`config.mk`:
```
export PLATFORM = sky130hd
export DESIGN_NAME = fetch_top
export DESIGN_NICKNAME = d
export VERILOG_FILES = /design/src/fetch_pkg.sv /design/src/bpu.sv /design/src/fetch_top.sv /design/src/if_stage.sv /design/src/imem_ctrl.sv /design/src/pc_gen.sv /design/src/pht_counters.sv
export VERILOG_INCLUDE_DIRS = /design/src /design/src/include
export SDC_FILE = /design/constraint.sdc
export NUM_CORES = 1
export LEC_CHECK = 0
export BUFFER_PORTS_ARGS = -buffer_cell sky130_fd_sc_hd__buf_2
export CELL_PAD_IN_SITES_DETAIL_PLACEMENT = 1
export CELL_PAD_IN_SITES_GLOBAL_PLACEMENT = 2
export CORE_MARGIN = 1
export CORE_UTILIZATION = 45
export CTS_CLUSTER_DIAMETER = 30
export DETAILED_ROUTE_END_ITERATION = 10
export PLACE_DENSITY = 0.86
export REMOVE_ABC_BUFFERS = 1
export SLEW_MARGIN = 20
export SYNTH_ARGS = -nofsm -noshare
export SYNTH_HDL_FRONTEND = slang
export SYNTH_HIERARCHICAL = 1
export SYNTH_SLANG_ARGS = --single-unit
```
`constraint.sdc`:
```
create_clock -name clk -period 6.62 [get_ports clk]
set_input_delay 0.662 -clock clk [delete_from_list [all_inputs] [get_ports clk]]
set_output_delay 0.662 -clock clk [all_outputs]
set_load 0.02 [all_outputs]
```
`src/include/fetch_defs.svh`:
```
`ifndef FETCH_DEFS_SVH
`define FETCH_DEFS_SVH

// first fetch address after reset
`define FETCH_RESET_PC 32'hbfc0_0000

// log2 of the btb depth
`define BTB_INDEX_BITS 4

// btb and counter table depth
`define BTB_ENTRIES (1 << `BTB_INDEX_BITS)

// 5-bit exception codes carried with each fetch
`define EXC_NONE 5'h00
`define EXC_ADEL 5'h04

`endif

```
`src/fetch_pkg.sv`:
```
`include "fetch_defs.svh"

package fetch_pkg;

    typedef logic [31:0] addr_t;
    typedef logic [31:0] inst_t;
    typedef logic [4:0]  exc_code_t;
    typedef logic [1:0]  pht_cnt_t;

    // address bits above the btb index and the byte offset
    typedef logic [31-`BTB_INDEX_BITS-2:0] btb_tag_t;

    typedef enum logic [1:0] {
        IDLE,
        REQ,
        WAIT_ACK_LOW,
        HOLD
    } fetch_state_t;

    typedef struct packed {
        addr_t     addr;
        logic      predicted;
        exc_code_t exc_code;
    } fetch_req_t;

    typedef struct packed {
        addr_t     addr;
        inst_t     inst;
        logic      predicted;
        addr_t     pred_target;
        exc_code_t exc_code;
    } fetch_resp_t;

    typedef struct packed {
        addr_t     addr;
        inst_t     inst;
        logic      predicted;
        addr_t     pred_target;
        logic      exc;
        exc_code_t exc_code;
    } fs_to_ds_t;

    // resolved branch from decode
    typedef struct packed {
        logic  valid;
        addr_t br_pc;
        logic  taken;
        addr_t target;
        logic  redirect;
        addr_t redirect_pc;
    } br_resolve_t;

    typedef struct packed {
        logic  hit_taken;
        addr_t target;
    } bpu_pred_t;

endpackage

```
`src/bpu.sv`:
```
`timescale 1ns/100ps
`include "fetch_defs.svh"

module bpu (
    input  logic                   clk,
    input  logic                   reset,
    input  fetch_pkg::addr_t       fetch_pc,
    input  fetch_pkg::br_resolve_t br_resolve,
    output fetch_pkg::bpu_pred_t   pred
);
    import fetch_pkg::*;

    logic [`BTB_ENTRIES-1:0]    btb_valid;
    btb_tag_t                   btb_tag [`BTB_ENTRIES];
    addr_t                      btb_target [`BTB_ENTRIES];
    logic [`BTB_INDEX_BITS-1:0] rd_index;
    logic [`BTB_INDEX_BITS-1:0] wr_index;
    btb_tag_t                   rd_tag;
    btb_tag_t                   wr_tag;
    pht_cnt_t                   rd_cnt;
    logic                       rd_hit;
    logic                       wr_hit;
    logic                       wr_en;
    logic                       wr_alloc;

    // lookup side
    assign rd_index = fetch_pc[`BTB_INDEX_BITS+1:2];
    assign rd_tag   = fetch_pc[31:`BTB_INDEX_BITS+2];
    assign rd_hit   = btb_valid[rd_index] && (btb_tag[rd_index] == rd_tag);

    assign pred.hit_taken = rd_hit && rd_cnt[1];
    assign pred.target    = btb_target[rd_index];

    // update side from decode
    assign wr_index = br_resolve.br_pc[`BTB_INDEX_BITS+1:2];
    assign wr_tag   = br_resolve.br_pc[31:`BTB_INDEX_BITS+2];
    assign wr_hit   = btb_valid[wr_index] && (btb_tag[wr_index] == wr_tag);

    // a not-taken miss leaves the table alone
    assign wr_alloc = br_resolve.valid && !wr_hit && br_resolve.taken;
    assign wr_en    = (br_resolve.valid && wr_hit) || wr_alloc;

    always_ff @(posedge clk) begin
        if (reset) begin
            btb_valid <= '0;
        end else if (wr_alloc) begin
            btb_valid[wr_index] <= 1'b1;
        end
    end

    always_ff @(posedge clk) begin
        if (wr_en && br_resolve.taken) begin
            btb_target[wr_index] <= br_resolve.target;
        end
        if (wr_alloc) begin
            btb_tag[wr_index] <= wr_tag;
        end
    end

    pht_counters u_pht (
        .clk      (clk),
        .reset    (reset),
        .rd_index (rd_index),
        .wr_en    (wr_en),
        .wr_index (wr_index),
        .wr_taken (br_resolve.taken),
        .wr_alloc (wr_alloc),
        .rd_cnt   (rd_cnt)
    );

endmodule

```
`src/fetch_top.sv`:
```
`timescale 1ns/100ps

module fetch_top (
    input  logic                   clk,
    input  logic                   reset,
    input  logic                   imem_ack,
    input  fetch_pkg::inst_t       imem_rdata,
    input  logic                   ds_allowin,
    input  fetch_pkg::br_resolve_t br_resolve,
    output logic                   imem_req,
    output fetch_pkg::addr_t       imem_addr,
    output logic                   fs_to_ds_valid,
    output fetch_pkg::fs_to_ds_t   fs_to_ds
);
    import fetch_pkg::*;

    addr_t       fetch_pc;
    bpu_pred_t   pred;
    fetch_req_t  req;
    fetch_resp_t resp;
    logic        take;
    logic        resp_valid;
    logic        stage_allowin;

    pc_gen u_pc_gen (
        .clk        (clk),
        .reset      (reset),
        .br_resolve (br_resolve),
        .pred       (pred),
        .take       (take),
        .fetch_pc   (fetch_pc),
        .req        (req)
    );

    imem_ctrl u_imem_ctrl (
        .clk           (clk),
        .reset         (reset),
        .req           (req),
        .imem_ack      (imem_ack),
        .imem_rdata    (imem_rdata),
        .stage_allowin (stage_allowin),
        .br_resolve    (br_resolve),
        .take          (take),
        .imem_req      (imem_req),
        .imem_addr     (imem_addr),
        .resp_valid    (resp_valid),
        .resp          (resp)
    );

    bpu u_bpu (
        .clk        (clk),
        .reset      (reset),
        .fetch_pc   (fetch_pc),
        .br_resolve (br_resolve),
        .pred       (pred)
    );

    if_stage u_if_stage (
        .clk            (clk),
        .reset          (reset),
        .resp_valid     (resp_valid),
        .resp           (resp),
        .ds_allowin     (ds_allowin),
        .br_resolve     (br_resolve),
        .stage_allowin  (stage_allowin),
        .fs_to_ds_valid (fs_to_ds_valid),
        .fs_to_ds       (fs_to_ds)
    );

endmodule

```
`src/if_stage.sv`:
```
`timescale 1ns/100ps
`include "fetch_defs.svh"

module if_stage (
    input  logic                   clk,
    input  logic                   reset,
    input  logic                   resp_valid,
    input  fetch_pkg::fetch_resp_t resp,
    input  logic                   ds_allowin,
    input  fetch_pkg::br_resolve_t br_resolve,
    output logic                   stage_allowin,
    output logic                   fs_to_ds_valid,
    output fetch_pkg::fs_to_ds_t   fs_to_ds
);
    import fetch_pkg::*;

    fs_to_ds_t fs_r;
    logic      fs_valid;
    logic      redirect;
    logic      resp_exc;

    assign redirect = br_resolve.valid && br_resolve.redirect;
    assign resp_exc = (resp.exc_code != `EXC_NONE);

    // empty, or full and the item leaves this cycle
    assign stage_allowin  = !fs_valid || ds_allowin;
    assign fs_to_ds_valid = fs_valid;
    assign fs_to_ds       = fs_r;

    // younger than the resolving branch, so drop it
    always_ff @(posedge clk) begin
        if (reset) begin
            fs_valid <= 1'b0;
        end else if (redirect) begin
            fs_valid <= 1'b0;
        end else if (stage_allowin) begin
            fs_valid <= resp_valid;
        end
    end

    always_ff @(posedge clk) begin
        if (stage_allowin && resp_valid) begin
            fs_r.addr        <= resp.addr;
            fs_r.predicted   <= resp.predicted;
            fs_r.pred_target <= resp.pred_target;
            fs_r.exc         <= resp_exc;
            fs_r.exc_code    <= resp.exc_code;
            // faulting fetches go down as a nop word
            if (resp_exc) begin
                fs_r.inst <= '0;
            end else begin
                fs_r.inst <= resp.inst;
            end
        end
    end

endmodule

```
`src/imem_ctrl.sv`:
```
`timescale 1ns/100ps
`include "fetch_defs.svh"

module imem_ctrl (
    input  logic                   clk,
    input  logic                   reset,
    input  fetch_pkg::fetch_req_t  req,
    input  logic                   imem_ack,
    input  fetch_pkg::inst_t       imem_rdata,
    input  logic                   stage_allowin,
    input  fetch_pkg::br_resolve_t br_resolve,
    output logic                   take,
    output logic                   imem_req,
    output fetch_pkg::addr_t       imem_addr,
    output logic                   resp_valid,
    output fetch_pkg::fetch_resp_t resp
);
    import fetch_pkg::*;

    fetch_state_t state;
    fetch_state_t state_next;
    fetch_resp_t  resp_r;
    logic         redirect;
    logic         exc_req;
    logic         killed;
    logic         pending;
    logic         pending_next;

    assign redirect = br_resolve.valid && br_resolve.redirect;
    assign exc_req  = (req.exc_code != `EXC_NONE);

    // a redirect edge never takes the stale address
    assign take       = (state == IDLE) && !redirect;
    assign imem_req   = (state == REQ);
    assign imem_addr  = resp_r.addr;
    assign resp_valid = pending;
    assign resp       = resp_r;

    always_comb begin
        pending_next = pending;
        if (redirect) begin
            pending_next = 1'b0;
        end else if (pending && stage_allowin) begin
            pending_next = 1'b0;
        end else if (state == REQ && imem_ack && !killed) begin
            pending_next = 1'b1;
        end else if (take && exc_req) begin
            pending_next = 1'b1;
        end
    end

    always_comb begin
        state_next = state;
        case (state)
            IDLE: begin
                if (take) begin
                    state_next = exc_req ? HOLD : REQ;
                end
            end
            REQ: begin
                if (imem_ack) begin
                    state_next = WAIT_ACK_LOW;
                end
            end
            WAIT_ACK_LOW: begin
                if (!imem_ack) begin
                    state_next = pending_next ? HOLD : IDLE;
                end
            end
            HOLD: begin
                if (!pending_next) begin
                    state_next = IDLE;
                end
            end
            default: state_next = IDLE;
        endcase
    end

    always_ff @(posedge clk) begin
        if (reset) begin
            state   <= IDLE;
            pending <= 1'b0;
            killed  <= 1'b0;
        end else begin
            state   <= state_next;
            pending <= pending_next;
            // overtaken transactions still finish the handshake
            if (take) begin
                killed <= 1'b0;
            end else if (redirect && state == REQ) begin
                killed <= 1'b1;
            end
        end
    end

    always_ff @(posedge clk) begin
        if (take) begin
            resp_r.addr      <= req.addr;
            resp_r.predicted <= req.predicted;
            resp_r.exc_code  <= req.exc_code;
            if (exc_req) begin
                resp_r.pred_target <= req.addr + 32'd4;
            end
        end
        // pc_gen already sits on the next address, predicted or sequential
        if (state == REQ && imem_ack) begin
            resp_r.inst        <= imem_rdata;
            resp_r.pred_target <= req.addr;
        end
    end

endmodule

```
`src/pc_gen.sv`:
```
`timescale 1ns/100ps
`include "fetch_defs.svh"

module pc_gen (
    input  logic                  clk,
    input  logic                  reset,
    input  fetch_pkg::br_resolve_t br_resolve,
    input  fetch_pkg::bpu_pred_t  pred,
    input  logic                  take,
    output fetch_pkg::addr_t      fetch_pc,
    output fetch_pkg::fetch_req_t req
);
    import fetch_pkg::*;

    addr_t pc_r;
    addr_t next_pc;
    logic  redirect;
    logic  misaligned;
    logic  use_pred;

    assign redirect   = br_resolve.valid && br_resolve.redirect;
    assign misaligned = (pc_r[1:0] != 2'b00);

    // no prediction for an address that faults
    assign use_pred = pred.hit_taken && !misaligned;

    assign fetch_pc      = pc_r;
    assign req.addr      = pc_r;
    assign req.predicted = use_pred;
    assign req.exc_code  = misaligned ? `EXC_ADEL : `EXC_NONE;

    // redirect from decode wins over everything
    always_comb begin
        next_pc = pc_r;
        if (redirect) begin
            next_pc = br_resolve.redirect_pc;
        end else if (take) begin
            if (use_pred) begin
                next_pc = pred.target;
            end else begin
                next_pc = pc_r + 32'd4;
            end
        end
    end

    // holds while imem_ctrl is busy or parked
    always_ff @(posedge clk) begin
        if (reset) begin
            pc_r <= `FETCH_RESET_PC;
        end else begin
            pc_r <= next_pc;
        end
    end

endmodule

```
`src/pht_counters.sv`:
```
`timescale 1ns/100ps
`include "fetch_defs.svh"

module pht_counters (
    input  logic                       clk,
    input  logic                       reset,
    input  logic [`BTB_INDEX_BITS-1:0] rd_index,
    input  logic                       wr_en,
    input  logic [`BTB_INDEX_BITS-1:0] wr_index,
    input  logic                       wr_taken,
    input  logic                       wr_alloc,
    output fetch_pkg::pht_cnt_t        rd_cnt
);
    import fetch_pkg::*;

    pht_cnt_t cnt [`BTB_ENTRIES];

    assign rd_cnt = cnt[rd_index];

    // weakly not-taken after reset, weakly taken on allocation
    always_ff @(posedge clk) begin
        if (reset) begin
            for (int i = 0; i < `BTB_ENTRIES; i++) begin
                cnt[i] <= 2'b01;
            end
        end else if (wr_en) begin
            if (wr_alloc) begin
                cnt[wr_index] <= 2'b10;
            end else if (wr_taken) begin
                if (cnt[wr_index] != 2'b11) begin
                    cnt[wr_index] <= cnt[wr_index] + 2'b01;
                end
            end else begin
                if (cnt[wr_index] != 2'b00) begin
                    cnt[wr_index] <= cnt[wr_index] - 2'b01;
                end
            end
        end
    end

endmodule

```
After elaboration in Yosys (flattened, before gate mapping)
Memories as Yosys holds them, arrays and structs flattened. A register that Yosys moved wholly into a read port is not among the register bits.
Index checks and enable logic that the tools add are counted.
{"block": "totals", "register_bits": 258, "ramBits": 960, "word_cells": 131, "memories": 3}
{"block": "op_classes", "n_addsub": 3, "n_lt_le_gt_ge": 3, "eq_ne": 10, "n_mux": 56, "bitwise": 3, "reduce_logical": 36}
{"memory": "u_bpu.btb_target", "depth": 16, "word_bits": 32, "read_ports": 1, "rd_ports_with_merged_regs": 1, "write_ports": 1, "line": "bpu.sv:15", "text": "addr_t btb_target [`BTB_ENTRIES];"}
{"memory": "u_bpu.btb_tag", "depth": 16, "word_bits": 26, "read_ports": 2, "rd_ports_with_merged_regs": 1, "write_ports": 1, "line": "bpu.sv:14", "text": "btb_tag_t btb_tag [`BTB_ENTRIES];"}
{"memory": "u_bpu.u_pht.cnt", "depth": 16, "word_bits": 2, "read_ports": 2, "rd_ports_with_merged_regs": 1, "write_ports": 16, "line": "pht_counters.sv:16", "text": "pht_cnt_t cnt [`BTB_ENTRIES];"}
{"op": "2-to-1 mux 32 bit", "n": 5}
{"op": "== test 26 bit", "n": 2}
{"op": "2-to-1 mux 37 bit", "n": 1}
{"op": "adder 32 x 3 -> 32 bit (second input constant)", "n": 1}
{"op": "2-to-1 mux 1 bit", "n": 29}
{"op": "2-to-1 mux 4 bit", "n": 7}
{"op": "2-to-1 mux 2 bit", "n": 9}
{"op": "logical AND 1 bit", "n": 16}
{"op": "OR 16 bit", "n": 1}
{"op": "less-than comparator 4 x 5 -> 1 bit (second input constant)", "n": 2}
{"op": "nonzero test 2 bit", "n": 5}
{"op": "nonzero test 5 bit", "n": 2}
{"op": "binary-select mux 1 bit (select 4 bit)", "n": 2}
{"op": "!= test 2 bit (second input constant)", "n": 4}
{"op": "case mux 2 bit (4 select lines)", "n": 1}
{"op": "OR reduction 2 bit", "n": 3}
{"op": "logical NOT 1 bit", "n": 5}
{"op": "demux 1 bit (select 4 bit)", "n": 1}
{"op": "== test 2 bit (second input constant)", "n": 2}
{"op": ">= comparator 4 x 1 -> 1 bit (second input constant)", "n": 1}
{"op": "AND reduction 4 bit", "n": 1}
{"op": "2-to-1 mux 3 bit", "n": 1}
{"op": "adder 2 x 1 -> 2 bit (second input constant)", "n": 1}
{"op": "== test 2 x 1 -> 1 bit (second input constant)", "n": 1}
{"op": "other kinds (6)", "n": 8}

Depth between registers and ports, before layout
Gate-level depths: netlist (run 1).
{"block": "depth", "word_depth": 14, "ltp_mapped": 19, "depth_no_buf": 14}

By module
Netlist (run 1), hierarchy kept.
{"mod": "bpu", "instances": 1, "cells_each": 1906, "area_each_um2": 40710.3}
{"mod": "imem_ctrl", "instances": 1, "cells_each": 287, "area_each_um2": 4322.9}
{"mod": "if_stage", "instances": 1, "cells_each": 189, "area_each_um2": 3661.0}
{"mod": "pc_gen", "instances": 1, "cells_each": 363, "area_each_um2": 2748.9}
{"mod": "pht_counters", "instances": 1, "cells_each": 171, "area_each_um2": 2109.5}

Worst setup path after synthesis (run 1)
Ideal clock, no wire load.
{"block": "synth_path", "path_kind": "input port to flip-flop", "from": "input br_resolve[69] (netlist bit)", "to": "memory u_bpu/btb_tag[10][0] (netlist bit), enable pin", "arrival_ns": 4.405, "required_time_ns": 6.178, "path_slack_ns": 1.773, "stages": 10, "n_path_buf": 3, "cell_sequence": "buf_2 buf_1 mux4_2 mux4_2 xnor2_1 o2111a_1 o2111ai_2 nor4_4 buf_6 nor3_1"}
{"block": "synth_between", "elab_chain_cells": 8, "elab_cells_between_ends": 10, "cone_classes": "1 x eq/ne; 4 x mux; 4 x reduce/logical; 1 x memory"}
{"item": "start, declared", "line": "fetch_top.sv:9", "text": "input fetch_pkg::br_resolve_t br_resolve,"}
{"item": "memory (16 x 26 bit) or binary-select mux 1 bit (select 4 bit) (tied branches)"}
{"item": "== test 26 bit or 2-to-1 mux 1 bit (tied branches)", "line": "bpu.sv:37", "text": "assign wr_hit = btb_valid[wr_index] && (btb_tag[wr_index] == wr_tag);"}
{"item": "logical AND 1 bit", "line": "bpu.sv:37"}
{"item": "logical NOT 1 bit", "line": "bpu.sv:40", "text": "assign wr_alloc = br_resolve.valid && !wr_hit && br_resolve.taken;"}
{"item": "logical AND 1 bit (2 in series)", "line": "bpu.sv:40"}
{"item": "2-to-1 mux 1 bit", "line": "bpu.sv:55", "text": "if (wr_alloc) begin"}
{"item": "2-to-1 mux 1 bit (implied by the code)", "line": "bpu.sv:56", "text": "btb_tag[wr_index] <= wr_tag;"}
{"item": "end, declared", "line": "bpu.sv:14"}
Parallel ways exist; a longest one is shown, timed or not. The select of a mux whose other input is x is not followed.

==> impl_results.md, run 1 <==
* Period utilization at 85.7%
* Post-Syn Instances at 2908
* Die width at 347 um
* PD cells at 361 nW/um2
* Startpoint Class: flip-flop
* Clock Sinks at 1218
* Core area at 118000 um2
* Total die area at 120000 um2
* Residual DRC at 0
* Hold_buf cts at 32
* Drt first pass iters at 5
* Max-Cap Viols at 0
* CTS Buf Count at 240
* Routed length per instance at 33.3 um
* Worst Path Max Fanout at 38
* Final Hold Viols at 0
* Hold slack at 76.4 ps
* Hold Crit Class: in -> reg
* Worst reg2reg setup slack at 940 ps
* # IOs at 272
* RSZ-0062 raised after global routing: no
* Tmin final at 5680 ps
* PortBufs at 269
* Ratio of cells with drive above 1 in the final layout at 36.4%
* Vias in the first global route at 34600
* Dpl hpwl at 97100 um
* Clock buffer depth at 3
* Syn avg cell area at 18.4 um2
* GPL Wtd Cong at 0.850
* TritonCTS clock tree: built
* Congestion Overflow GR at 0
* Worst R2R End: u_pc_gen/fetch_pc[21]
* DIE HEIGHT at 347 um
* Largest net degree at the start of global routing at 82
* Final slew viol count at 0
* Insertion delay to the later sink of the worst-skew pair at 870 ps
* Kind of end point of the critical path: flip-flop
* Final setup fails at 0
* Mapped Area at 53400 um2
* DRT antenna net count at 0
* Layout net count at 3448
* Via-to-Cell Ratio at 6.37
* Fmax at 176 MHz
* Worst vdd ir at 0.000319 V
* Worst reg2reg path depth at 15
* Drt initial violations at 3867
* Setup bufs post-CTS at 0
* Place WS at 830 ps
* Total number of vias at 32200
* Depth of the CTS H-tree at 4
* Tot GR Track Use at 28.2%
* Clock root buffer: clkbuf_16
* WP data required at 7280 ps
* Synth warn at 6
* Worst relative slew slack at 18.1%
* Slew of the pin with the lowest slew margin at 1220 ps
* FF-to-FF Start: u_pc_gen/fetch_pc[2]
* First-pass GRT wire length at 244000 um
* Leak at 21.5 nW
* WP data arrival at 6340 ps
* Drt total wl at 169000 um
* Initial antenna violation count at 27
* Row cnt at 126
* Outcome: complete, no violations
* Worst clock skew at 98.9 ps
* Area Growth Syn to Fin at 21.5%
* # resized after CTS at 0
* Clock Pin Slew Worst Setup and Hold Paths at 50 ps
* Initial Util at 45.3%
* CP Class: reg -> reg
* Critical Path End: u_pc_gen/fetch_pc[21]
* Crit. Startpoint: u_pc_gen/fetch_pc[2]
* PnR worst setup slack at 944 ps
==> per-stage QoR <==
stage | util [%] | area [um2] | instances | total power (W) | TNS, ps
after CTS | 55.0 | 64800 | 5049 | 0.0235 | 0
after global routing | 55.0 | 64900 | 5062 | 0.0240 | 0
final | 55.0 | 64900 | 5064 | 0.0234 | 0
after global placement | 47.7 | 56300 | 4569 | 0.0112 | 0
after detailed placement | 47.7 | 56300 | 4569 | 0.0113 | 0
after floorplan | - | 52000 | 2665 | 0.0107 | -381760
==> state kept, by name (all words and copies together) (netlist names) <==
name / flops
u_imem_ctrl/imem_addr: 32
u_bpu/btb_target: 512
u_if_stage/fs_to_ds: 103
u_if_stage/fs_to_ds_valid: 1
u_imem_ctrl/resp_valid: 1
u_pc_gen/fetch_pc: 32
u_bpu/btb_tag: 416
u_bpu/btb_valid: 16
u_imem_ctrl/state: 2
u_imem_ctrl/resp: 70
u_imem_ctrl/killed: 1
u_bpu/u_pht/cnt: 32
==> metal layers <==
| metal | wire length (um) | track usage (%) | vias up | share of wire [%] |
|---|---|---|---|---|
| met1 | 61400 | 34.8 | 17100 | 36 |
| met2 | 85900 | 47.1 | 1914 | 51 |
| met5 | 87 | 0 | - | 0.052 |
| met3 | 14000 | 5.66 | 398 | 8.3 |
| li1 | - | - | 12800 | - |
| met4 | 7390 | 14.5 | 14 | 4.4 |
==> layout by cell type, fill, tap and decap left out, types with 13 or more instances in the layout <==
| master | n |
|---|---|
| xnor2_1 | 42 |
| mux2i_1 | 79 |
| a21oi_1 | 51 |
| edfxtp_1 | 1165 |
| clkinv_1 | 27 |
| o21ai_0 | 43 |
| clkinvlp_4 | 38 |
| nor2b_1 | 23 |
| diode_2 | 13 |
| buf_4 | 96 |
| clkinv_2 | 38 |
| mux4_2 | 387 |
| nor2_1 | 105 |
| clkinv_4 | 16 |
| o41ai_1 | 18 |
| clkbuf_16 | 242 |
| and3_1 | 16 |
| mux2_2 | 25 |
| o22ai_1 | 16 |
| xor2_1 | 43 |
| nand2b_1 | 65 |
| bufinv_16 | 27 |
| or2_2 | 15 |
| a211oi_1 | 21 |
| dlygate4sd3_1 | 32 |
| inv_1 | 23 |
| nand4_1 | 18 |
| nand2_1 | 96 |
| nor2_4 | 18 |
| dfxtp_1 | 49 |
| nand3_1 | 47 |
| clkbuf_1 | 34 |
| buf_2 | 266 |
| nor3_2 | 17 |
| nor4_1 | 44 |
| nor3_1 | 24 |
==> where the power goes <==
group	internal (W)	leakage [nW]	switching, W
combinational	0.000890	6.57	0.00135
sequential	0.00880	11.0	0.000249
clock	0.00780	3.88	0.00432
==> area by class of cell <==
type,instances,area (um2)
clock buffers,278,6210
clock inverters,170,2010
fillers,10600,53000
diodes,13,32.5
repair buffers,402,2520
flip-flops and latches,1218,36100
well taps,1536,1920
inverters,28,119
multi-input cells,1419,16000
==> how the worst min path moves through the flow <==
| stage | cells after the start | slack, ps | endpoint | from |
|---|---|---|---|---|
| after CTS | 3 | 20 | u_pc_gen/fetch_pc[13] | br_resolve[13] |
| after floorplan | 0 | 400 | u_if_stage/fs_to_ds[10] | u_imem_ctrl/resp[9] |
| after global placement | 0 | 400 | u_if_stage/fs_to_ds[38] | u_imem_ctrl/resp[37] |
| after detailed placement | 0 | 410 | u_if_stage/fs_to_ds[7] | u_imem_ctrl/resp[6] |
| final | 3 | 80 | u_pc_gen/fetch_pc[13] | br_resolve[13] |
| after global routing | 3 | 80 | u_pc_gen/fetch_pc[16] | br_resolve[16] |
==> worst max-delay path, stage by stage (launching register included) <==
cell	delay, ps
dfxtp_4	630
buf_12	360
mux4_2	540
nor2b_1	150
a211oi_1	330
a21oi_1	280
xor2_1	280
nor4_1	210
nand3_1	120
nor4_1	610
or3b_1	410
buf_4	250
inv_2	510
nand2_1	290
o221ai_1	330
a221oi_2	90
No activity file was read; power rests on OpenSTA's default activity.
==> inputs of run 2 (changes only) <==
Settings changed: CELL_PAD_IN_SITES_DETAIL_PLACEMENT 1 to default, CELL_PAD_IN_SITES_GLOBAL_PLACEMENT 2 to default, PLACE_DENSITY 0.86 to 0.71.
==> impl_results.md, run 2 (synthesis results as in run 1) <==
* WP data required at 7310 ps (was 7280 ps)
* Ratio of cells with drive above 1 in the final layout at 36.8% (was 36.4%)
* Vias in the first global route at 31400 (was 34600)
* Leak at 21.4 nW (was 21.5 nW)
* First-pass GRT wire length at 213000 um (was 244000 um)
* Depth of the CTS H-tree at 4 (unchanged)
* Via-to-Cell Ratio at 6.20 (was 6.37)
* Outcome: complete, no violations (unchanged)
* PD cells at 353 nW/um2 (was 361 nW/um2)
* Core area at 118000 um2 (unchanged)
* Drt first pass iters at 6 (was 5)
* Total die area at 120000 um2 (unchanged)
* Most frequent cells in the layout: 1165 x edfxtp_1, 387 x mux4_2, 266 x buf_2 (unchanged)
* Final core occ at 54.8% (was 55.0%)
* Drt total wl at 146000 um (was 169000 um)
* Tmin final at 5500 ps (was 5680 ps)
* Fill cell count at 8801 (was 10600)
* CP Class: reg -> reg (unchanged)
* # IOs at 272 (unchanged)
* Area Growth Syn to Fin at 20.9% (was 21.5%)
* Buffer and inverter count on the worst path at 2 (was 3)
* Slew of the pin with the lowest slew margin at 1180 ps (was 1220 ps)
* Period utilization at 83.2% (was 85.7%)
* Post-route cell area at 64600 um2 (was 64900 um2)
* Tot GR Track Use at 24.3% (was 28.2%)
* Commonest non-fill, non-tap cell in the layout: edfxtp_1 (unchanged)
* Row cnt at 126 (unchanged)
* Kind of end point of the critical path: flip-flop (unchanged)
* GPL Wtd Cong at 0.901 (was 0.850)
* Congestion Overflow GR at 0 (unchanged)
* DRT antenna net count at 0 (unchanged)
* TritonCTS clock tree: built (unchanged)
* CTS Buf Count at 225 (was 240)
* Final Hold Viols at 0 (unchanged)
* Max-Cap Viols at 0 (unchanged)
* Initial Util at 45.3% (unchanged)
* Clock Pin Slew Worst Setup and Hold Paths at 50 ps (about the same)
* Final setup fails at 0 (unchanged)
* Dpl cells at 4575 (was 4569)
* Clock root buffer: clkbuf_16 (unchanged)
* Max reg flops at 512 (unchanged)
* Die width at 347 um (unchanged)
* PortBufs at 269 (unchanged)
* Dpl cell area at 56400 um2 (was 56300 um2)
* Residual DRC at 0 (unchanged)
* Final slew viol count at 0 (unchanged)
* # resized after CTS at 0 (unchanged)
* Delay-heaviest family, CP: simple AND/OR/NAND/NOR gates (unchanged)
* Initial antenna violation count at 21 (was 27)
* Drt initial violations at 3508 (was 3867)
* Worst clock skew at 75.6 ps (was 98.9 ps)
* Slowest CP cell: dfxtp_4 (unchanged)
* Largest net degree at the start of global routing at 116 (was 82)
* Final Non-Filler Cells at 5041 (was 5064)
* Total number of vias at 31200 (was 32200)
* Worst Path Max Fanout at 32 (was 38)
* Worst vdd ir at 0.000307 V (was 0.000319 V)
* Routed length per instance at 29.0 um (was 33.3 um)
* Dpl hpwl at 86300 um (was 97100 um)
* Startpoint Class: flip-flop (unchanged)
* Insertion delay to the later sink of the worst-skew pair at 850 ps (was 870 ps)
* RSZ-0062 raised after global routing: no (unchanged)
* Clock Sinks at 1218 (unchanged)
* Top reg by flops: u_bpu/btb_target (unchanged)
* Max incr delay on CP at 850 ps (was 630 ps)
* Layout net count at 3437 (was 3448)
* Clock buffer depth at 3 (unchanged)
* Setup bufs post-CTS at 0 (unchanged)
* Hold Crit Class: in -> reg (unchanged)
* CP Cell Sequence: buf_4, mux4_2, mux4_2, xnor2_1, nand4_1, nor4_1, nand3_1, nor4_1, or3b_1, inv_2, nor2_1, a221oi_1, nor2_1 (was buf_12, mux4_2, nor2b_1, a211oi_1, a21oi_1, xor2_1, nor4_1, nand3_1, nor4_1, or3b_1, buf_4, inv_2, nand2_1, o221ai_1, a221oi_2)
* Worst relative slew slack at 21.1% (was 18.1%)
* Fmax at 182 MHz (was 176 MHz)
* WP data arrival at 6190 ps (was 6340 ps)
* DIE HEIGHT at 347 um (unchanged)
run 2: changes by cell type in the layout (fill, tap and decap cells not counted), moves of 8 or more:
cell	change
clkinv_1	-8
clkbuf_1	-23
clkbuf_16	-17
inv_8	+17
clkinv_2	-14
inv_6	+25
clkinv_4	+8
run 2: worst paths after layout:
path | from | to | slack, ps | cells after the start
worst max-delay path | u_pc_gen/fetch_pc[4] | u_pc_gen/fetch_pc[16] | 1120 | 13
worst min-delay path | imem_ack | u_imem_ctrl/state[0] | 90 | 2
worst max register to register | u_pc_gen/fetch_pc[4] | u_pc_gen/fetch_pc[16] | 1120 | 13
worst min register to register | u_imem_ctrl/resp[28] | u_if_stage/fs_to_ds[29] | 410 | 0
run 2: cell type report:
cell class	count	area, um2	share of cell area [%]
Clock buffer	236	5670	8.78
Inverter	28	119	0.184
Sequential cell	1218	36100	55.8
Antenna cell	9	22.5	0.0349
Clock inverter	189	2180	3.37
Tap cell	1536	1920	2.98
Timing Repair Buffer	406	2600	4.02
Multi-Input combinational cell	1419	16000	24.8
run 2: per-stage QoR:
stage               hold WS (ps)  power [W]  setup slack, ps  TNS, ps
floorplan                    400     0.0107            -7180  -381760
detailed placement           405     0.0113             1000        0
finish                      94.9     0.0228             1120        0
CTS                         41.8     0.0229             1280        0
global route                 107     0.0234              913        0
global placement             404     0.0113             1030        0
run 2: routing by layer:
| metal | track usage [%] | share of wire, % | wire (um) | up-vias |
|---|---|---|---|---|
| met2 | 38.7 | 49 | 71400 | 1840 |
| met1 | 32.0 | 38 | 55100 | 16200 |
| li1 | - | - | - | 12800 |
| met4 | 10.8 | 3.9 | 5650 | 12 |
| met5 | 0 | 0.051 | 75 | - |
| met3 | 5.43 | 9.6 | 14000 | 347 |
run 2: what timing repair did:
| item | 4_1_cts | 5_1_grt |
|---|---|---|
| endpoints found under the setup margin | 0 | 0 |
| endpoints found under the hold margin | 32 | 0 |
| hold buffers | 32 | 0 |
run 2: power by group:
part,internal [W],switching [W]
Clock,0.00732,0.00429
Combinational,0.000892,0.00129
Sequential,0.00880,0.000224
